File: config.mk
export PLATFORM = sky130hd
export DESIGN_NAME = saturn_bus_ctrl
export DESIGN_NICKNAME = d
export VERILOG_FILES = /design/src/hw/saturn_bus_pkg.sv /design/src/hw/saturn_bus_ctrl.sv /design/src/hw/saturn_cmd_seq.sv /design/src/hw/saturn_nibble_path.sv /design/src/hw/saturn_phase_gen.sv
export SDC_FILE = /design/constraint.sdc
export NUM_CORES = 1
export LEC_CHECK = 0
export ABC_AREA = 1
export BUFFER_PORTS_ARGS = -buffer_cell sky130_fd_sc_hd__buf_2
export CAP_MARGIN = 20
export CORE_MARGIN = 2
export CORE_UTILIZATION = 30
export DETAILED_ROUTE_END_ITERATION = 8
export GPL_TIMING_DRIVEN = 0
export PLACE_DENSITY_LB_ADDON = 0.12
export SKIP_LAST_GASP = 1
export SYNTH_ARGS = -nofsm -noshare
export SYNTH_HDL_FRONTEND = slang
export SYNTH_HIERARCHICAL = 1
export SYNTH_SLANG_ARGS = --single-unit
File: constraint.sdc
create_clock -name i_clk -period 6.3 [get_ports i_clk]
set_input_delay 1.26 -clock i_clk [delete_from_list [all_inputs] [get_ports i_clk]]
set_output_delay 1.26 -clock i_clk [all_outputs]
set_load 0.01 [all_outputs]
File: src/hw/saturn_bus_pkg.sv
// ~~~~~~~~~~~~~~~~~~~~~~~~~~~~~~~~~~~~~~~~~~~~~~~~
// saturn nibble bus shared types
// ~~~~~~~~~~~~~~~~~~~~~~~~~~~~~~~~~~~~~~~~~~~~~~~~

package saturn_bus_pkg;

  // one bus nibble
  localparam int NIBBLE_W = 4;

  // clocks per bus slot
  localparam int PHASES = 4;

  // codes sent with cmd/data low
  // 1, 3, 4 and 7 reserved
  typedef enum logic [NIBBLE_W-1:0] {
    NOP       = 4'd0,
    PC_READ   = 4'd2,
    DP_WRITE  = 4'd5,
    LOAD_PC   = 4'd6,
    CONFIGURE = 4'd8
  } bus_cmd_e;

  // what the current slot carries
  typedef enum logic [2:0] {
    SLOT_IDLE  = 3'd0,
    SLOT_CMD   = 3'd1,
    SLOT_ADDR  = 3'd2,
    SLOT_WDATA = 3'd3,
    SLOT_READ  = 3'd4
  } slot_kind_e;

  // outgoing nibble
  // cmd view when cmd/data is low, raw data view otherwise
  typedef union packed {
    bus_cmd_e              cmd;
    logic [NIBBLE_W-1:0]   data;
  } bus_nibble_u;

endpackage

File: src/hw/saturn_bus_ctrl.sv
// ~~~~~~~~~~~~~~~~~~~~~~~~~~~~~~~~~~~~~~~~~~~~~~~~
// saturn nibble bus controller
// ~~~~~~~~~~~~~~~~~~~~~~~~~~~~~~~~~~~~~~~~~~~~~~~~

`timescale 1ns/1ps

module saturn_bus_ctrl #(
  parameter int ADDR_NIBBLES = 5
) (
  input  logic                                             i_clk,
  input  logic                                             cmd_RESET_start,
  input  logic                                             i_cmd_load_pc,
  input  logic                                             i_cmd_config,
  input  logic                                             i_cmd_dp_write,
  input  logic                                             i_alu_busy,
  input  logic [ADDR_NIBBLES*saturn_bus_pkg::NIBBLE_W-1:0] i_address,
  input  logic [saturn_bus_pkg::NIBBLE_W-1:0]              i_data_nibl,
  input  logic [saturn_bus_pkg::NIBBLE_W-1:0]              i_xfr_cnt,
  input  logic [saturn_bus_pkg::NIBBLE_W-1:0]              i_bus_data,
  output saturn_bus_pkg::bus_nibble_u                      o_bus_data,
  output logic                                             o_bus_cmd_data,
  output logic                                             o_bus_strobe,
  output logic                                             o_bus_reset,
  output logic                                             o_stall_alu,
  output logic                                             o_bus_done,
  output logic [saturn_bus_pkg::NIBBLE_W-1:0]              o_data_ptr,
  output logic [saturn_bus_pkg::NIBBLE_W-1:0]              o_nibble,
  output logic                                             o_nibble_valid
);

  logic [saturn_bus_pkg::NIBBLE_W-1:0] phase;
  saturn_bus_pkg::slot_kind_e          slot_kind;
  saturn_bus_pkg::bus_cmd_e            slot_cmd;
  logic                                ptr_clear;
  logic                                run_last;

  // single phase origin for both consumers
  saturn_phase_gen u_phase_gen (
    .i_clk           (i_clk),
    .cmd_RESET_start (cmd_RESET_start),
    .o_phase         (phase)
  );

  // slot sequencing, strobe and stall
  saturn_cmd_seq #(
    .ADDR_NIBBLES (ADDR_NIBBLES)
  ) u_cmd_seq (
    .i_clk           (i_clk),
    .cmd_RESET_start (cmd_RESET_start),
    .i_phase         (phase),
    .i_cmd_load_pc   (i_cmd_load_pc),
    .i_cmd_config    (i_cmd_config),
    .i_cmd_dp_write  (i_cmd_dp_write),
    .i_alu_busy      (i_alu_busy),
    .i_run_last      (run_last),
    .o_slot_kind     (slot_kind),
    .o_slot_cmd      (slot_cmd),
    .o_ptr_clear     (ptr_clear),
    .o_bus_cmd_data  (o_bus_cmd_data),
    .o_bus_strobe    (o_bus_strobe),
    .o_bus_reset     (o_bus_reset),
    .o_stall_alu     (o_stall_alu),
    .o_bus_done      (o_bus_done)
  );

  // nibble muxing, pointer and read capture
  saturn_nibble_path #(
    .ADDR_NIBBLES (ADDR_NIBBLES)
  ) u_nibble_path (
    .i_clk           (i_clk),
    .cmd_RESET_start (cmd_RESET_start),
    .i_phase         (phase),
    .i_slot_kind     (slot_kind),
    .i_slot_cmd      (slot_cmd),
    .i_ptr_clear     (ptr_clear),
    .i_address       (i_address),
    .i_data_nibl     (i_data_nibl),
    .i_xfr_cnt       (i_xfr_cnt),
    .i_bus_data      (i_bus_data),
    .o_bus_data      (o_bus_data),
    .o_data_ptr      (o_data_ptr),
    .o_run_last      (run_last),
    .o_nibble        (o_nibble),
    .o_nibble_valid  (o_nibble_valid)
  );

endmodule

File: src/hw/saturn_cmd_seq.sv
// ~~~~~~~~~~~~~~~~~~~~~~~~~~~~~~~~~~~~~~~~~~~~~~~~
// bus command sequencer
// ~~~~~~~~~~~~~~~~~~~~~~~~~~~~~~~~~~~~~~~~~~~~~~~~

`timescale 1ns/1ps

module saturn_cmd_seq #(
  parameter int ADDR_NIBBLES = 5
) (
  input  logic                                i_clk,
  input  logic                                cmd_RESET_start,
  input  logic [saturn_bus_pkg::NIBBLE_W-1:0] i_phase,
  input  logic                                i_cmd_load_pc,
  input  logic                                i_cmd_config,
  input  logic                                i_cmd_dp_write,
  input  logic                                i_alu_busy,
  input  logic                                i_run_last,
  output saturn_bus_pkg::slot_kind_e          o_slot_kind,
  output saturn_bus_pkg::bus_cmd_e            o_slot_cmd,
  output logic                                o_ptr_clear,
  output logic                                o_bus_cmd_data,
  output logic                                o_bus_strobe,
  output logic                                o_bus_reset,
  output logic                                o_stall_alu,
  output logic                                o_bus_done
);

  // FSM states, one per kind of slot sequence
  localparam logic [2:0] ST_START     = 3'd0;
  localparam logic [2:0] ST_START_CMD = 3'd1;
  localparam logic [2:0] ST_READ      = 3'd2;
  localparam logic [2:0] ST_CMD       = 3'd3;
  localparam logic [2:0] ST_ADDR      = 3'd4;
  localparam logic [2:0] ST_WRITE     = 3'd5;
  localparam logic [2:0] ST_CLOSE     = 3'd6;

  // address pointer is one nibble wide in the datapath
  if (ADDR_NIBBLES < 1 || ADDR_NIBBLES > (1 << saturn_bus_pkg::NIBBLE_W)) begin : g_bad_addr
    $error("ADDR_NIBBLES out of range for the nibble pointer");
  end

  logic [2:0]                 state;
  saturn_bus_pkg::bus_cmd_e   cur_cmd;
  saturn_bus_pkg::bus_cmd_e   sel_cmd;
  saturn_bus_pkg::slot_kind_e kind_p0;
  saturn_bus_pkg::slot_kind_e kind_q;
  logic                       strobe_q;
  logic                       run_start;
  logic                       any_req;
  logic                       accept;
  logic                       slot_end;
  logic                       release_stall;

  assign any_req  = i_cmd_load_pc | i_cmd_config | i_cmd_dp_write;
  assign slot_end = i_phase[3];

  // requests only looked at on phase 0 of a read-mode slot
  assign accept = i_phase[0] && (state == ST_READ) && !o_stall_alu && any_req;

  // load_pc wins over config, config over dp_write
  always_comb begin
    if (i_cmd_load_pc) begin
      sel_cmd = saturn_bus_pkg::LOAD_PC;
    end else if (i_cmd_config) begin
      sel_cmd = saturn_bus_pkg::CONFIGURE;
    end else begin
      sel_cmd = saturn_bus_pkg::DP_WRITE;
    end
  end

  // slot kind as decided on phase 0
  always_comb begin
    case (state)
      ST_START_CMD,
      ST_CMD,
      ST_CLOSE: kind_p0 = saturn_bus_pkg::SLOT_CMD;
      ST_ADDR:  kind_p0 = saturn_bus_pkg::SLOT_ADDR;
      ST_WRITE: kind_p0 = saturn_bus_pkg::SLOT_WDATA;
      ST_READ: begin
        // accepted command turns this slot into its command slot
        if (accept) begin
          kind_p0 = saturn_bus_pkg::SLOT_CMD;
        end else if (i_alu_busy) begin
          kind_p0 = saturn_bus_pkg::SLOT_IDLE;
        end else begin
          kind_p0 = saturn_bus_pkg::SLOT_READ;
        end
      end
      default:  kind_p0 = saturn_bus_pkg::SLOT_IDLE;
    endcase
  end

  // held for phases 1 to 3
  assign o_slot_kind = i_phase[0] ? kind_p0 : kind_q;

  // command nibble for the datapath, used on phase 0
  always_comb begin
    case (state)
      ST_READ:  o_slot_cmd = sel_cmd;
      ST_START_CMD,
      ST_CLOSE: o_slot_cmd = saturn_bus_pkg::PC_READ;
      default:  o_slot_cmd = cur_cmd;
    endcase
  end

  assign o_bus_cmd_data = (o_slot_kind != saturn_bus_pkg::SLOT_CMD);
  assign o_bus_strobe   = i_phase[1] & strobe_q;
  assign o_ptr_clear    = i_phase[0] & run_start;

  // end of startup read cmd, closing PC_READ, or last LOAD_PC address nibble
  assign release_stall = slot_end &&
                         ((state == ST_START_CMD) || (state == ST_CLOSE) ||
                          ((state == ST_ADDR) && i_run_last &&
                           (cur_cmd == saturn_bus_pkg::LOAD_PC)));

  always_ff @(posedge i_clk) begin
    if (cmd_RESET_start) begin
      state       <= ST_START;
      cur_cmd     <= saturn_bus_pkg::NOP;
      kind_q      <= saturn_bus_pkg::SLOT_IDLE;
      strobe_q    <= 1'b0;
      run_start   <= 1'b0;
      o_bus_reset <= 1'b1;
      o_stall_alu <= 1'b1;
      o_bus_done  <= 1'b0;
    end else begin
      // done sits in phase 3 of the closing PC_READ
      o_bus_done <= i_phase[2] && (state == ST_CLOSE);

      if (i_phase[0]) begin
        kind_q    <= kind_p0;
        // startup slot strobes with nothing on the bus
        strobe_q  <= (kind_p0 != saturn_bus_pkg::SLOT_IDLE) || (state == ST_START);
        run_start <= 1'b0;
      end

      // single startup strobe releases bus reset
      if ((state == ST_START) && i_phase[1]) begin
        o_bus_reset <= 1'b0;
        o_stall_alu <= 1'b0;
      end

      if (accept) begin
        state       <= ST_CMD;
        cur_cmd     <= sel_cmd;
        o_stall_alu <= 1'b1;
      end

      if (release_stall) begin
        o_stall_alu <= 1'b0;
      end

      // slot boundary moves
      if (slot_end) begin
        case (state)
          ST_START: begin
            state       <= ST_START_CMD;
            o_stall_alu <= 1'b1;
          end
          ST_START_CMD,
          ST_CLOSE: begin
            state   <= ST_READ;
            cur_cmd <= saturn_bus_pkg::PC_READ;
          end
          ST_CMD: begin
            state     <= (cur_cmd == saturn_bus_pkg::DP_WRITE) ? ST_WRITE : ST_ADDR;
            run_start <= 1'b1;
          end
          ST_ADDR: begin
            if (i_run_last) begin
              // LOAD_PC drops straight into reads, CONFIGURE closes
              if (cur_cmd == saturn_bus_pkg::LOAD_PC) begin
                state   <= ST_READ;
                cur_cmd <= saturn_bus_pkg::PC_READ;
              end else begin
                state <= ST_CLOSE;
              end
            end
          end
          ST_WRITE: begin
            if (i_run_last) begin
              state <= ST_CLOSE;
            end
          end
          default: begin
            state <= state;
          end
        endcase
      end
    end
  end

endmodule

File: src/hw/saturn_nibble_path.sv
// ~~~~~~~~~~~~~~~~~~~~~~~~~~~~~~~~~~~~~~~~~~~~~~~~
// bus nibble datapath
// ~~~~~~~~~~~~~~~~~~~~~~~~~~~~~~~~~~~~~~~~~~~~~~~~

`timescale 1ns/1ps

module saturn_nibble_path #(
  parameter int ADDR_NIBBLES = 5
) (
  input  logic                                             i_clk,
  input  logic                                             cmd_RESET_start,
  input  logic [saturn_bus_pkg::NIBBLE_W-1:0]              i_phase,
  input  saturn_bus_pkg::slot_kind_e                       i_slot_kind,
  input  saturn_bus_pkg::bus_cmd_e                         i_slot_cmd,
  input  logic                                             i_ptr_clear,
  input  logic [ADDR_NIBBLES*saturn_bus_pkg::NIBBLE_W-1:0] i_address,
  input  logic [saturn_bus_pkg::NIBBLE_W-1:0]              i_data_nibl,
  input  logic [saturn_bus_pkg::NIBBLE_W-1:0]              i_xfr_cnt,
  input  logic [saturn_bus_pkg::NIBBLE_W-1:0]              i_bus_data,
  output saturn_bus_pkg::bus_nibble_u                      o_bus_data,
  output logic [saturn_bus_pkg::NIBBLE_W-1:0]              o_data_ptr,
  output logic                                             o_run_last,
  output logic [saturn_bus_pkg::NIBBLE_W-1:0]              o_nibble,
  output logic                                             o_nibble_valid
);

  localparam int NW = saturn_bus_pkg::NIBBLE_W;
  localparam logic [NW-1:0] LAST_ADDR = NW'(ADDR_NIBBLES - 1);

  logic          in_run;
  logic          capture;
  logic [NW-1:0] addr_nibl;

  assign in_run = (i_slot_kind == saturn_bus_pkg::SLOT_ADDR) ||
                  (i_slot_kind == saturn_bus_pkg::SLOT_WDATA);

  // address goes out low nibble first
  assign addr_nibl = i_address[o_data_ptr*NW +: NW];

  // run length: fixed for addresses, xfr_cnt + 1 for write data
  always_comb begin
    case (i_slot_kind)
      saturn_bus_pkg::SLOT_ADDR:  o_run_last = (o_data_ptr == LAST_ADDR);
      saturn_bus_pkg::SLOT_WDATA: o_run_last = (o_data_ptr == i_xfr_cnt);
      default:                    o_run_last = 1'b0;
    endcase
  end

  // pointer steps at slot end and wraps to 0 after the last nibble
  // so it already reads 0 on phase 0 of the next run
  always_ff @(posedge i_clk) begin
    if (cmd_RESET_start || i_ptr_clear) begin
      o_data_ptr <= '0;
    end else if (i_phase[3] && in_run) begin
      o_data_ptr <= o_run_last ? '0 : o_data_ptr + 1'b1;
    end
  end

  // outgoing nibble, valid from phase 1 on
  always_ff @(posedge i_clk) begin
    if (i_phase[0]) begin
      case (i_slot_kind)
        saturn_bus_pkg::SLOT_CMD:   o_bus_data.cmd  <= i_slot_cmd;
        saturn_bus_pkg::SLOT_ADDR:  o_bus_data.data <= addr_nibl;
        saturn_bus_pkg::SLOT_WDATA: o_bus_data.data <= i_data_nibl;
        default:                    o_bus_data      <= o_bus_data;
      endcase
    end
  end

  // read nibble sampled while the strobe is up
  assign capture = i_phase[1] && (i_slot_kind == saturn_bus_pkg::SLOT_READ);

  always_ff @(posedge i_clk) begin
    if (capture) begin
      o_nibble <= i_bus_data;
    end
  end

  // valid lands in phase 2 alongside the new nibble
  always_ff @(posedge i_clk) begin
    if (cmd_RESET_start) begin
      o_nibble_valid <= 1'b0;
    end else begin
      o_nibble_valid <= capture;
    end
  end

endmodule

File: src/hw/saturn_phase_gen.sv
// ~~~~~~~~~~~~~~~~~~~~~~~~~~~~~~~~~~~~~~~~~~~~~~~~
// four-phase slot timing
// ~~~~~~~~~~~~~~~~~~~~~~~~~~~~~~~~~~~~~~~~~~~~~~~~

`timescale 1ns/1ps

module saturn_phase_gen (
  input  logic                                i_clk,
  input  logic                                cmd_RESET_start,
  output logic [saturn_bus_pkg::NIBBLE_W-1:0] o_phase
);

  localparam int CNT_W = $clog2(saturn_bus_pkg::PHASES);

  // position inside the current slot
  logic [CNT_W-1:0] slot_cnt;

  always_ff @(posedge i_clk) begin
    if (cmd_RESET_start) begin
      // first clock after reset is phase 0
      slot_cnt <= '0;
    end else if (slot_cnt == CNT_W'(saturn_bus_pkg::PHASES - 1)) begin
      slot_cnt <= '0;
    end else begin
      slot_cnt <= slot_cnt + 1'b1;
    end
  end

  // one-hot decode for sequencer and datapath
  always_comb begin
    o_phase           = '0;
    o_phase[slot_cnt] = 1'b1;
  end

endmodule

==> out/metrics.cfg, run 1 <==
[yosys]
ys_warn_count=6
syn_area_um2=1896
synth-edff-count=8
synth.top_cell.area_share_pct=23.23
yosys.area.top_type=dfxtp_1
synth_area_leaders=dfxtp_1, nand2_1, edfxtp_1
yosysSeqAreaShare_pct=35.91
synth_fp_nets=324
syn_inst=281
synth_ff_type=dfxtp_1
synth_cell_types=28
syn_area_per_cell_um2=6.746
synthArstFlopShare_pct=0
synth_seq_cells=30

[placement]
port_buffers=55
globalplace.congestion=0.7808
dp_hpwl_mm=3.768
place_area_um2=2265

[pwr]
p_comb_share_pct=21.9
power.switching_uw=146.8
clockPowerShare_pct=35.7
powerDensity_nw_per_um2=217.0
power_frac_seq_pct=42.4
p_int_uw=368.7
leakage_uw=0.001185
ir_drop_uv=128.3
switching_share_pct=28.47

[clock_network]
clock_latency_ps=280
cts_buffers=5
cts_tree=built
post_cts_buffers=0
clkSlewWorstSetupHoldPaths_ps=60
h-tree-depth=2
ctsRootBufferMaster=clkbuf_8
clock-sinks=30
hold_buffers=0
clk_path_buf_depth=2
cts_resized=0

[floorplan]
dieWidth_um=83.49
row_count=28
die_h_um=83.49
die_area_um2=6971
io_pins=56
core_area_um2=6026
initial_utilization_pct=31.46

[sta]
finalCritPeriodShare_pct=57.41
fin_tns_setup_ps=0
clock_skew_ps=5.422
tightest_slew_ps=790.5
rsz0062_at_grt=false
fmax_mhz=276.5
relSlewSlack_pct=46.81
setup_viol=0
period_minus_slack_ps=3617
finalHoldViolations=0
drv_slew=0

[detailed_routing]
first_pass_iters=4
postRouteAntennaNets=0
vias=1892
via_per_inst=4.516
post_drt_wl_per_cell_um=11.51
route.detailed.drc=0
drtIter0Drc=86
wl_mm=4.822

[global_routing]
antenna_found_initial=0
overflow=0
grtUsageTotal_pct=14.42
grt_max_degree=11
grt_pass1_vias=1779
grt_pass1_wl_mm=8.245

[outcome]
status=finished, final reports clean

[layout]
antenna_cells=0
finalNetCount=386
drive_gt1_share_pct=27.33
finalInstanceArea_um2=2376
areaGrowthSynthToFinish_pct=25.35

[worst_setup_path]
crit_chain=buf_2, nor2_1, nand2_1, nand3_2, nand3_1, nand2_1, nor2_1, nand2_2, buf_2
critPathCaptureType=primary output
crit_type=primary input to primary output
r2r-start=u_phase_gen/slot_cnt[0]
worstPathArrival_ps=2360
critPathMaxStageDelay_ps=190
cp_top_family=simple AND/OR/NAND/NOR gates
crit_slowest_cell=nor2_1
required_ps=5040
cp_num_buf_inv=2
critical_path.max_fanout=3
worstRegToRegCells=18
worst_r2r_endpoint=u_cmd_seq/cur_cmd[2]
r2r_setup_slack_ps=2810
start_kind=primary input

[worst_hold_path]
worstHoldStart=u_cmd_seq/run_start
hold_class=register to register
holdPathEnd=u_cmd_seq/run_start
hold_depth=2

[job]
cap_viol_max_count=0

## Yosys cell counts (2+ instances only)
master     n
xor2_1     3
nand3_1   22
nand2_2    9
nand4_1    5
inv_1     35
o21ai_1    5
o22ai_1    2
dfxtp_1   22
nor2_2     2
nand3_2    8
nor4_1     2
a21oi_1    6
o21ai_0   17
nor2_1    46
ha_1       5
edfxtp_1   8
nor2_4     2
nand2_1   69
inv_2      4
## power groups by stage
stage          clock network [uW]  logic [uW]  registers [uW]
2_1_floorplan                   0        71.6             226
3_3_place_gp                    0         113             223
3_5_place_dp                    0         113             223
4_1_cts                       193         114             219
5_1_grt                       200         130             220
6_report                      184         113             219
## worst register-to-register path, stage by stage (launching register included)
cell	delay (ps)
dfxtp_1	340
inv_1	80
ha_1	370
inv_1	140
nor2_1	180
nand3_2	140
nand3_2	120
and2_4	190
nand2_2	70
nor2_4	220
nand2_1	80
nand2_1	60
nand2_1	70
nor4_1	670
nand3_1	160
nand2_1	110
nand3_1	140
nand2_1	170
nor2_1	60
## per-layer routing
| metal | global-route usage, % | wire length (um) |
|---|---|---|
| met5 | 0 | 0 |
| met4 | 3.959 | 38 |
| met3 | 3.759 | 355 |
| met2 | 22.58 | 2051 |
| met1 | 19.69 | 2376 |
## flip-flops by register name (all words and copies together) (netlist names)
register and count:
u_nibble_path/o_nibble_valid 1, u_cmd_seq/o_bus_reset 1, u_cmd_seq/o_bus_done 1, u_nibble_path/o_bus_data 4
u_cmd_seq/state 3, u_cmd_seq/cur_cmd 4, u_nibble_path/o_nibble 4, u_cmd_seq/run_start 1
u_phase_gen/slot_cnt 2, u_cmd_seq/o_stall_alu 1, u_cmd_seq/strobe_q 1, u_nibble_path/o_data_ptr 4
u_cmd_seq/kind_q 3
## logic make-up (layout without fill, tap and decap cells)
logic type	count (synthesis)	count (layout)	synth area share [%]
buf+inv	42	105	8.911
fa+ha+maj	5	5	3.300
flops	30	30	35.91
xor+xnor	3	3	1.386
compound gates	32	32	9.175
simple gates	169	169	41.32
## cell type report
type / count / area (um^2)
buffer: 2 / 16.27
clock buffer: 8 / 111.4
fill: 653 / 3650
inverter: 40 / 152.6
multi-input combinational: 209 / 1046
sequential: 30 / 680.7
tap: 75 / 93.84
timing repair buffer: 55 / 275.3
## stage by stage
stage               utilization [%]  hold WS, ps  power (uW)  setup slack (ps)  instances
floorplan                         -        433.1       298.1              3045        281
finish                        39.43        467.3       515.5              2683        419
detailed placement            37.58        455.6       336.1              2419        411
global route                  39.43        505.2       550.9              2481        419
global placement              37.58        446.8       336.0              2423        411
CTS                           39.43        465.9       526.1              2694        419
## worst max path at each step
stage / from / end / slack, ps / depth (start not counted)
after floorplan: i_cmd_load_pc / o_bus_cmd_data / 3040 / 7
after global placement: i_cmd_load_pc / u_cmd_seq/cur_cmd[2] / 2420 / 17
after detailed placement: i_cmd_load_pc / u_cmd_seq/cur_cmd[2] / 2420 / 17
after CTS: i_cmd_load_pc / o_bus_cmd_data / 2690 / 9
after global routing: u_phase_gen/slot_cnt[0] / u_cmd_seq/cur_cmd[2] / 2480 / 18
final: i_cmd_load_pc / o_bus_cmd_data / 2680 / 9
## placed cells by master (no fill, tap or decap), drive strengths merged
cell type  Yosys  final
nor2          50     50
edfxtp         8      8
nand3         30     30
clkbuf         0      8
o22ai          2      2
nand2         78     78
or2            1      1
and2           2      2
nor4           2      2
nor3           1      1
buf            2     57
a31oi          1      1
ha             5      5
xor2           3      3
nand4          5      5
a21oi          6      6
o21ai         23     23
inv           40     40
dfxtp         22     22
No activity file was read; power rests on OpenSTA's default activity.
==> run 2: changes to the inputs <==
clock period = 3.65 ns   (was 6.3 ns; I/O delays follow)
==> run 2 against run 1 <==
Against the previous run:
- sequential power grew 73%
- total power grew 73%
- clock skew is essentially flat
- sequential share of layout area shrank 0.075 points
- largest cell class unchanged
- via count is essentially flat
- worst setup slack lost 2300 ps
- first-iteration DRC count grew 2.3%
- clock power grew 72%
- critical endpoint is now u_cmd_seq/cur_cmd[2]
- register-to-register slack lost 2500 ps
- core utilization grew 0.10 points
==> out/metrics.cfg, run 2 (synthesis results as in run 1) <==
[outcome]
status=finished, final reports clean  ; unchanged

[worst_setup_path]
critPathMaxStageDelay_ps=480  ; was 190 ps
worstPathArrival_ps=3460  ; was 2360 ps
crit_chain=inv_1, ha_1, inv_1, nor2_1, nand3_2, nand3_2, and2_4, nand2_2, nor2_4, nand2_1, nand2_1, nand2_1, nor4_2, nand3_1, nand2_1, nand3_1, nand2_1, nor2_1  ; was buf_2, nor2_1, nand2_1, nand3_2, nand3_1, nand2_1, nor2_1, nand2_2, buf_2
crit_slowest_cell=nor4_2  ; was nor2_1
required_ps=3820  ; was 5040 ps
critPathCaptureType=register  ; was primary output
start_kind=register  ; was primary input
critical_path.max_fanout=10  ; was 3
worst_path_most_repeated_cell=nand2_1
crit_type=register to register  ; was primary input to primary output
cp_num_buf_inv=2  ; unchanged
cp_top_family=simple AND/OR/NAND/NOR gates  ; unchanged

[detailed_routing]
first_pass_iters=4  ; unchanged
postRouteAntennaNets=0  ; unchanged
wl_mm=4.819  ; was 4.822 mm
route.detailed.drc=0  ; unchanged
via_per_inst=4.513  ; was 4.516
post_drt_wl_per_cell_um=11.50  ; was 11.51 um
vias=1891  ; was 1892
drtIter0Drc=88  ; was 86

[placement]
globalplace.congestion=0.7808  ; unchanged
port_buffers=55  ; unchanged
place_area_um2=2265  ; unchanged
dp_hpwl_mm=3.768  ; unchanged
pre_cts_slack_ps=202.3  ; was 2419 ps

[sta]
tightest_slew_ps=551.6  ; was 790.5 ps
finalCritPeriodShare_pct=90.21
finalHoldViolations=0  ; unchanged
clock_skew_ps=5.506  ; was 5.422 ps
setup_viol=0  ; unchanged
worst_slack_ps=357.5  ; was 2683 ps
period_minus_slack_ps=3292
fin_tns_setup_ps=0  ; unchanged
drv_slew=0  ; unchanged
fmax_mhz=303.7
rsz0062_at_grt=false  ; unchanged
relSlewSlack_pct=62.94  ; was 46.81%

[clock_network]
hold_buffers=0  ; unchanged
clock-sinks=30  ; unchanged
clk_path_buf_depth=2  ; unchanged
cts_resized=0  ; unchanged
clock_latency_ps=280  ; about the same
clkSlewWorstSetupHoldPaths_ps=70  ; was 60 ps
cts_tree=built  ; unchanged
h-tree-depth=2  ; unchanged
post_cts_buffers=0  ; unchanged
ctsRootBufferMaster=clkbuf_8  ; unchanged
cts_buffers=5  ; unchanged

[floorplan]
row_count=28  ; unchanged
io_pins=56  ; unchanged
core_area_um2=6026  ; unchanged
die_area_um2=6971  ; unchanged
dieWidth_um=83.49  ; unchanged
initial_utilization_pct=31.46  ; unchanged
die_h_um=83.49  ; unchanged

[pwr]
switching_share_pct=28.53  ; was 28.47%
clockPowerShare_pct=35.6  ; was 35.7%
leakage_uw=0.001185  ; about the same
p_int_uw=636.7  ; was 368.7 uW
powerDensity_nw_per_um2=373.9  ; was 217.0 nW/um^2
power.switching_uw=254.1  ; was 146.8 uW
power_frac_seq_pct=42.4  ; about the same
ir_drop_uv=221.3  ; was 128.3 uV
p_comb_share_pct=22.0  ; was 21.9%

[global_routing]
grtUsageTotal_pct=14.42  ; unchanged
antenna_found_initial=0  ; unchanged
grt_pass1_wl_mm=8.245  ; unchanged
overflow=0  ; unchanged
grt_max_degree=11  ; unchanged
grt_pass1_vias=1779  ; unchanged

[layout]
seq_area_um2=680.7  ; unchanged
drive_gt1_share_pct=27.62  ; was 27.33%
final_core_util_pct=39.53  ; was 39.43%
layout_common_cells=nand2_1, buf_2, nor2_1  ; unchanged
finalNetCount=386  ; unchanged
final_common_cell=nand2_1  ; unchanged
fillerInstances=652  ; was 653
finalInstanceArea_um2=2382  ; was 2376 um^2
areaGrowthSynthToFinish_pct=25.68  ; was 25.35%
multi_input_area_um2=1052  ; was 1046 um^2
antenna_cells=0  ; unchanged

[worst_hold_path]
hold_class=register to register  ; unchanged

[job]
cap_viol_max_count=0  ; unchanged

[run 2: changes by cell type in the layout (fill, tap and decap cells not counted)]
cell	previous run	this run
nor4_1	2	1
nor4_2	0	1
[run 2: layer usage]
metal | up-vias | track usage, % | routed length [um]
met1 | 807 | 19.69 | 2373
li1 | 1026 | - | -
met2 | 54 | 22.58 | 2065
met5 | - | 0 | 0
met3 | 4 | 3.759 | 341
met4 | 0 | 3.959 | 38
[run 2: area by class of cell]
class	instances	area share [%]
Multi-Input combinational cell	209	44.17
Sequential cell	30	28.57
Inverter	40	6.408
Tap cell	75	3.939
Buffer	2	0.6828
Timing Repair Buffer	55	11.55
Clock buffer	8	4.674
[run 2: stage by stage]
stage | cells | total power [uW] | hold WS, ps
after floorplan | 281 | 514.5 | 433.1
after global placement | 411 | 579.9 | 446.8
after detailed placement | 411 | 580.1 | 455.6
after CTS | 419 | 908.1 | 465.9
after global routing | 419 | 952.2 | 505.2
final | 419 | 890.8 | 467.3
[run 2: final timing paths]
path,from,depth (start not counted),to,slack (ps)
max,u_phase_gen/slot_cnt[0],18,u_cmd_seq/cur_cmd[2],360
min,u_cmd_seq/run_start,2,u_cmd_seq/run_start,470
max reg2reg,u_phase_gen/slot_cnt[0],18,u_cmd_seq/cur_cmd[2],360
min reg2reg,u_cmd_seq/run_start,2,u_cmd_seq/run_start,470
[run 2: power by group through the flow]
stage | combinational, uW | sequential (uW) | clock (uW)
2_1_floorplan | 124 | 391 | 0
3_3_place_gp | 194 | 386 | 0
3_5_place_dp | 195 | 385 | 0
4_1_cts | 196 | 378 | 334
5_1_grt | 226 | 380 | 345
6_report | 196 | 378 | 317
[run 2: tightest hold or removal path: cells and delay by family (launching register included)]
family,cells,cell delay (ps)
flops,1,310
simple gates,1,60
compound gates,1,50
==> run 3: changes to the inputs <==
ABC_AREA = not set   (was 1)
==> run 3 against run 2 <==
Against the previous run:
- maximum frequency down 2.6%
- sequential power down 3%
- combinational power down 19%
- cell area down 1.9%
- core utilization down 0.059 points
- critical path depth down 6
- clock-buffer cell count down 2
- global-route usage down 0.096 points
- largest power group unchanged
==> out/metrics.cfg, run 3 <==
[outcome]
status=finished, final reports clean  ; unchanged

[worst_setup_path]
worstPathArrival_ps=3550  ; was 3460 ps
start_kind=register  ; unchanged
crit_type=register to register  ; unchanged
required_ps=3820  ; about the same
critical_path.max_fanout=7  ; was 10
r2r_setup_slack_ps=270  ; was 360 ps
critPathCaptureType=register  ; unchanged

[yosys]
synth-edff-count=8  ; unchanged
yosysSeqAreaShare_pct=37.18  ; was 35.91%
syn_inst=198  ; was 281
synthArstFlopShare_pct=0  ; unchanged
synth_seq_cells=30  ; unchanged
ys_warn_count=6  ; unchanged
synth_ff_type=dfxtp_1  ; unchanged
synth_cell_types=51  ; was 28
syn_area_um2=1831  ; was 1896 um^2
yosysMostFrequentCell=dfxtp_1  ; was nand2_1
synth_top_cells_by_count=dfxtp_1, nand2_1, a21oi_1  ; was nand2_1, nor2_1, inv_1
yosys.area.top_type=dfxtp_1  ; unchanged
synth.top_cell.area_share_pct=24.06  ; was 23.23%
synth_area_leaders=dfxtp_1, edfxtp_1, a21oi_1  ; was dfxtp_1, nand2_1, edfxtp_1
syn_area_per_cell_um2=9.245  ; was 6.746 um^2
synth_fp_nets=241  ; was 324

[layout]
layout_common_cells=buf_2, dfxtp_1, nand2_1  ; was nand2_1, buf_2, nor2_1
multi_input_area_um2=1086  ; was 1052 um^2
seq_area_um2=680.7  ; unchanged
final_common_cell=buf_2  ; was nand2_1
areaGrowthSynthToFinish_pct=27.68  ; was 25.68%
fillerInstances=631  ; was 652
finalNetCount=305  ; was 386
drive_gt1_share_pct=33.08  ; was 27.62%
antenna_cells=0  ; unchanged

[sta]
period_minus_slack_ps=3380  ; was 3292 ps
setup_viol=0  ; unchanged
fin_tns_setup_ps=0  ; unchanged
clock_skew_ps=9.701  ; was 5.506 ps
relSlewSlack_pct=57.52  ; was 62.94%
fmax_mhz=295.9  ; was 303.7 MHz
worst_slack_ps=269.9  ; was 357.5 ps
drv_slew=0  ; unchanged
rsz0062_at_grt=false  ; unchanged
finalHoldViolations=0  ; unchanged
holdWs_ps=454.9  ; was 467.3 ps
finalCritPeriodShare_pct=92.61  ; was 90.21%
tightest_slew_ps=635.9  ; was 551.6 ps

[floorplan]
io_pins=56  ; unchanged
die_h_um=82.12  ; was 83.49 um
die_area_um2=6743  ; was 6971 um^2
initial_utilization_pct=30.92  ; was 31.46%
core_area_um2=5921  ; was 6026 um^2
dieWidth_um=82.12  ; was 83.49 um
row_count=28  ; unchanged

[detailed_routing]
vias=1644  ; was 1891
postRouteAntennaNets=0  ; unchanged
post_drt_wl_per_cell_um=13.27  ; was 11.50 um
via_per_inst=4.864  ; was 4.513
drtIter0Drc=35  ; was 88
route.detailed.drc=0  ; unchanged
wl_mm=4.484  ; was 4.819 mm
first_pass_iters=4  ; unchanged

[pwr]
leakage_uw=0.0009280  ; was 0.001185 uW
ir_drop_uv=177.6  ; was 221.3 uV
powerDensity_nw_per_um2=334.7  ; was 373.9 nW/um^2

[clock_network]
cts_tree=built  ; unchanged
clkSlewWorstSetupHoldPaths_ps=70  ; about the same
clk_path_buf_depth=2  ; unchanged
h-tree-depth=2  ; unchanged
clock_latency_ps=280  ; about the same
cts_buffers=5  ; unchanged
ctsRootBufferMaster=clkbuf_8  ; unchanged
clock-sinks=30  ; unchanged

[global_routing]
grt_pass1_wl_mm=7.320  ; was 8.245 mm
grtUsageTotal_pct=14.33  ; was 14.42%
grt_pass1_vias=1514  ; was 1779
grt_max_degree=11  ; unchanged
antenna_found_initial=0  ; unchanged
overflow=0  ; unchanged

[placement]
port_buffers=55  ; unchanged
dp_hpwl_mm=3.511  ; was 3.768 mm
globalplace.congestion=0.7762  ; was 0.7808
pre_cts_slack_ps=-553.9  ; was 202.3 ps

[worst_hold_path]
hold_class=register to register  ; unchanged

[job]
cap_viol_max_count=0  ; unchanged

-- run 3: cell count changes after synthesis, moves of 7 or more --
| cell | delta |
|---|---|
| o21ai_0 | -9 |
| inv_1 | -27 |
| nor2b_1 | +7 |
| nand2_2 | -9 |
| nor3b_1 | +9 |
| nand3_1 | -19 |
| nand3_2 | -8 |
| a21oi_1 | +12 |
| nor2_1 | -35 |
| nor3_1 | +9 |
| nand2_1 | -50 |
-- run 3: routing by layer --
| layer | wire, um | global-route usage, % |
|---|---|---|
| met2 | 2025 | 22.11 |
| met1 | 2205 | 19.83 |
| met3 | 209 | 3.478 |
| met5 | 0 | 0 |
| met4 | 43 | 4.167 |
-- run 3: critical path: stages (launching register included) --
cell	delay, ps
dfxtp_1	400
or3b_4	440
nor4_4	320
or3_1	190
nor2b_4	190
or3b_1	350
o22ai_1	170
o2111ai_2	230
inv_1	160
nor4bb_4	320
and4b_1	220
o21a_2	180
o21ai_0	90
-- run 3: cell families after synthesis --
| family | count (synthesis) | synth area share (%) |
|---|---|---|
| DFF | 30 | 37.18 |
| adders and majority gates | 5 | 3.418 |
| muxes | 9 | 8.066 |
| buffers and inverters | 18 | 5.468 |
| AOI/OAI and AO/OA | 46 | 15.93 |
| xor gates and xnor gates | 4 | 1.914 |
| and+or+nand+nor | 86 | 28.02 |
-- run 3: area by class of cell --
class,instances,share of cell area (%)
Timing Repair Buffer,57,12.42
Inverter,8,1.445
Clock inverter,2,0.4283
Buffer,10,2.998
Tap cell,75,4.015
Sequential cell,30,29.12
Multi-Input combinational cell,150,46.47
Clock buffer,6,3.105
-- run 3: timing repair --
item | 4_1_cts | 5_1_grt
pin swaps | 1 | 0
endpoints found under the hold margin | 0 | 0
hold buffers | 0 | 0
setup buffers | 1 | 1
endpoints found under the setup margin | 7 | 6
gates resized for setup | 2 | 6
-- run 3: final timing paths --
check | startpoint | to | depth (start not counted)
worst max-delay path | u_cmd_seq/state[1] | u_cmd_seq/o_stall_alu | 12
worst min-delay path | u_cmd_seq/o_bus_reset | u_cmd_seq/o_bus_reset | 1
worst max register to register | u_cmd_seq/state[1] | u_cmd_seq/o_stall_alu | 12
worst min register to register | u_cmd_seq/o_bus_reset | u_cmd_seq/o_bus_reset | 1
-- run 3: power by group --
part	switching [uW]	leakage, uW	internal [uW]	total (uW)
logic	83.2	0.000630	75.6	159
clock network	125	0.0000450	132	257
registers	9.01	0.000253	357	366
total	217	0.000928	565	782
-- run 3: through the flow --
step / total power (uW) / util [%] / cell area (um^2) / cells
2_1_floorplan: 467.0 / - / 1831 / 198
3_3_place_gp: 520.7 / 37.15 / 2200 / 328
3_5_place_dp: 522.4 / 37.15 / 2200 / 328
4_1_cts: 786.8 / 38.82 / 2298 / 337
5_1_grt: 830.1 / 39.48 / 2337 / 338
6_report: 782.2 / 39.48 / 2337 / 338
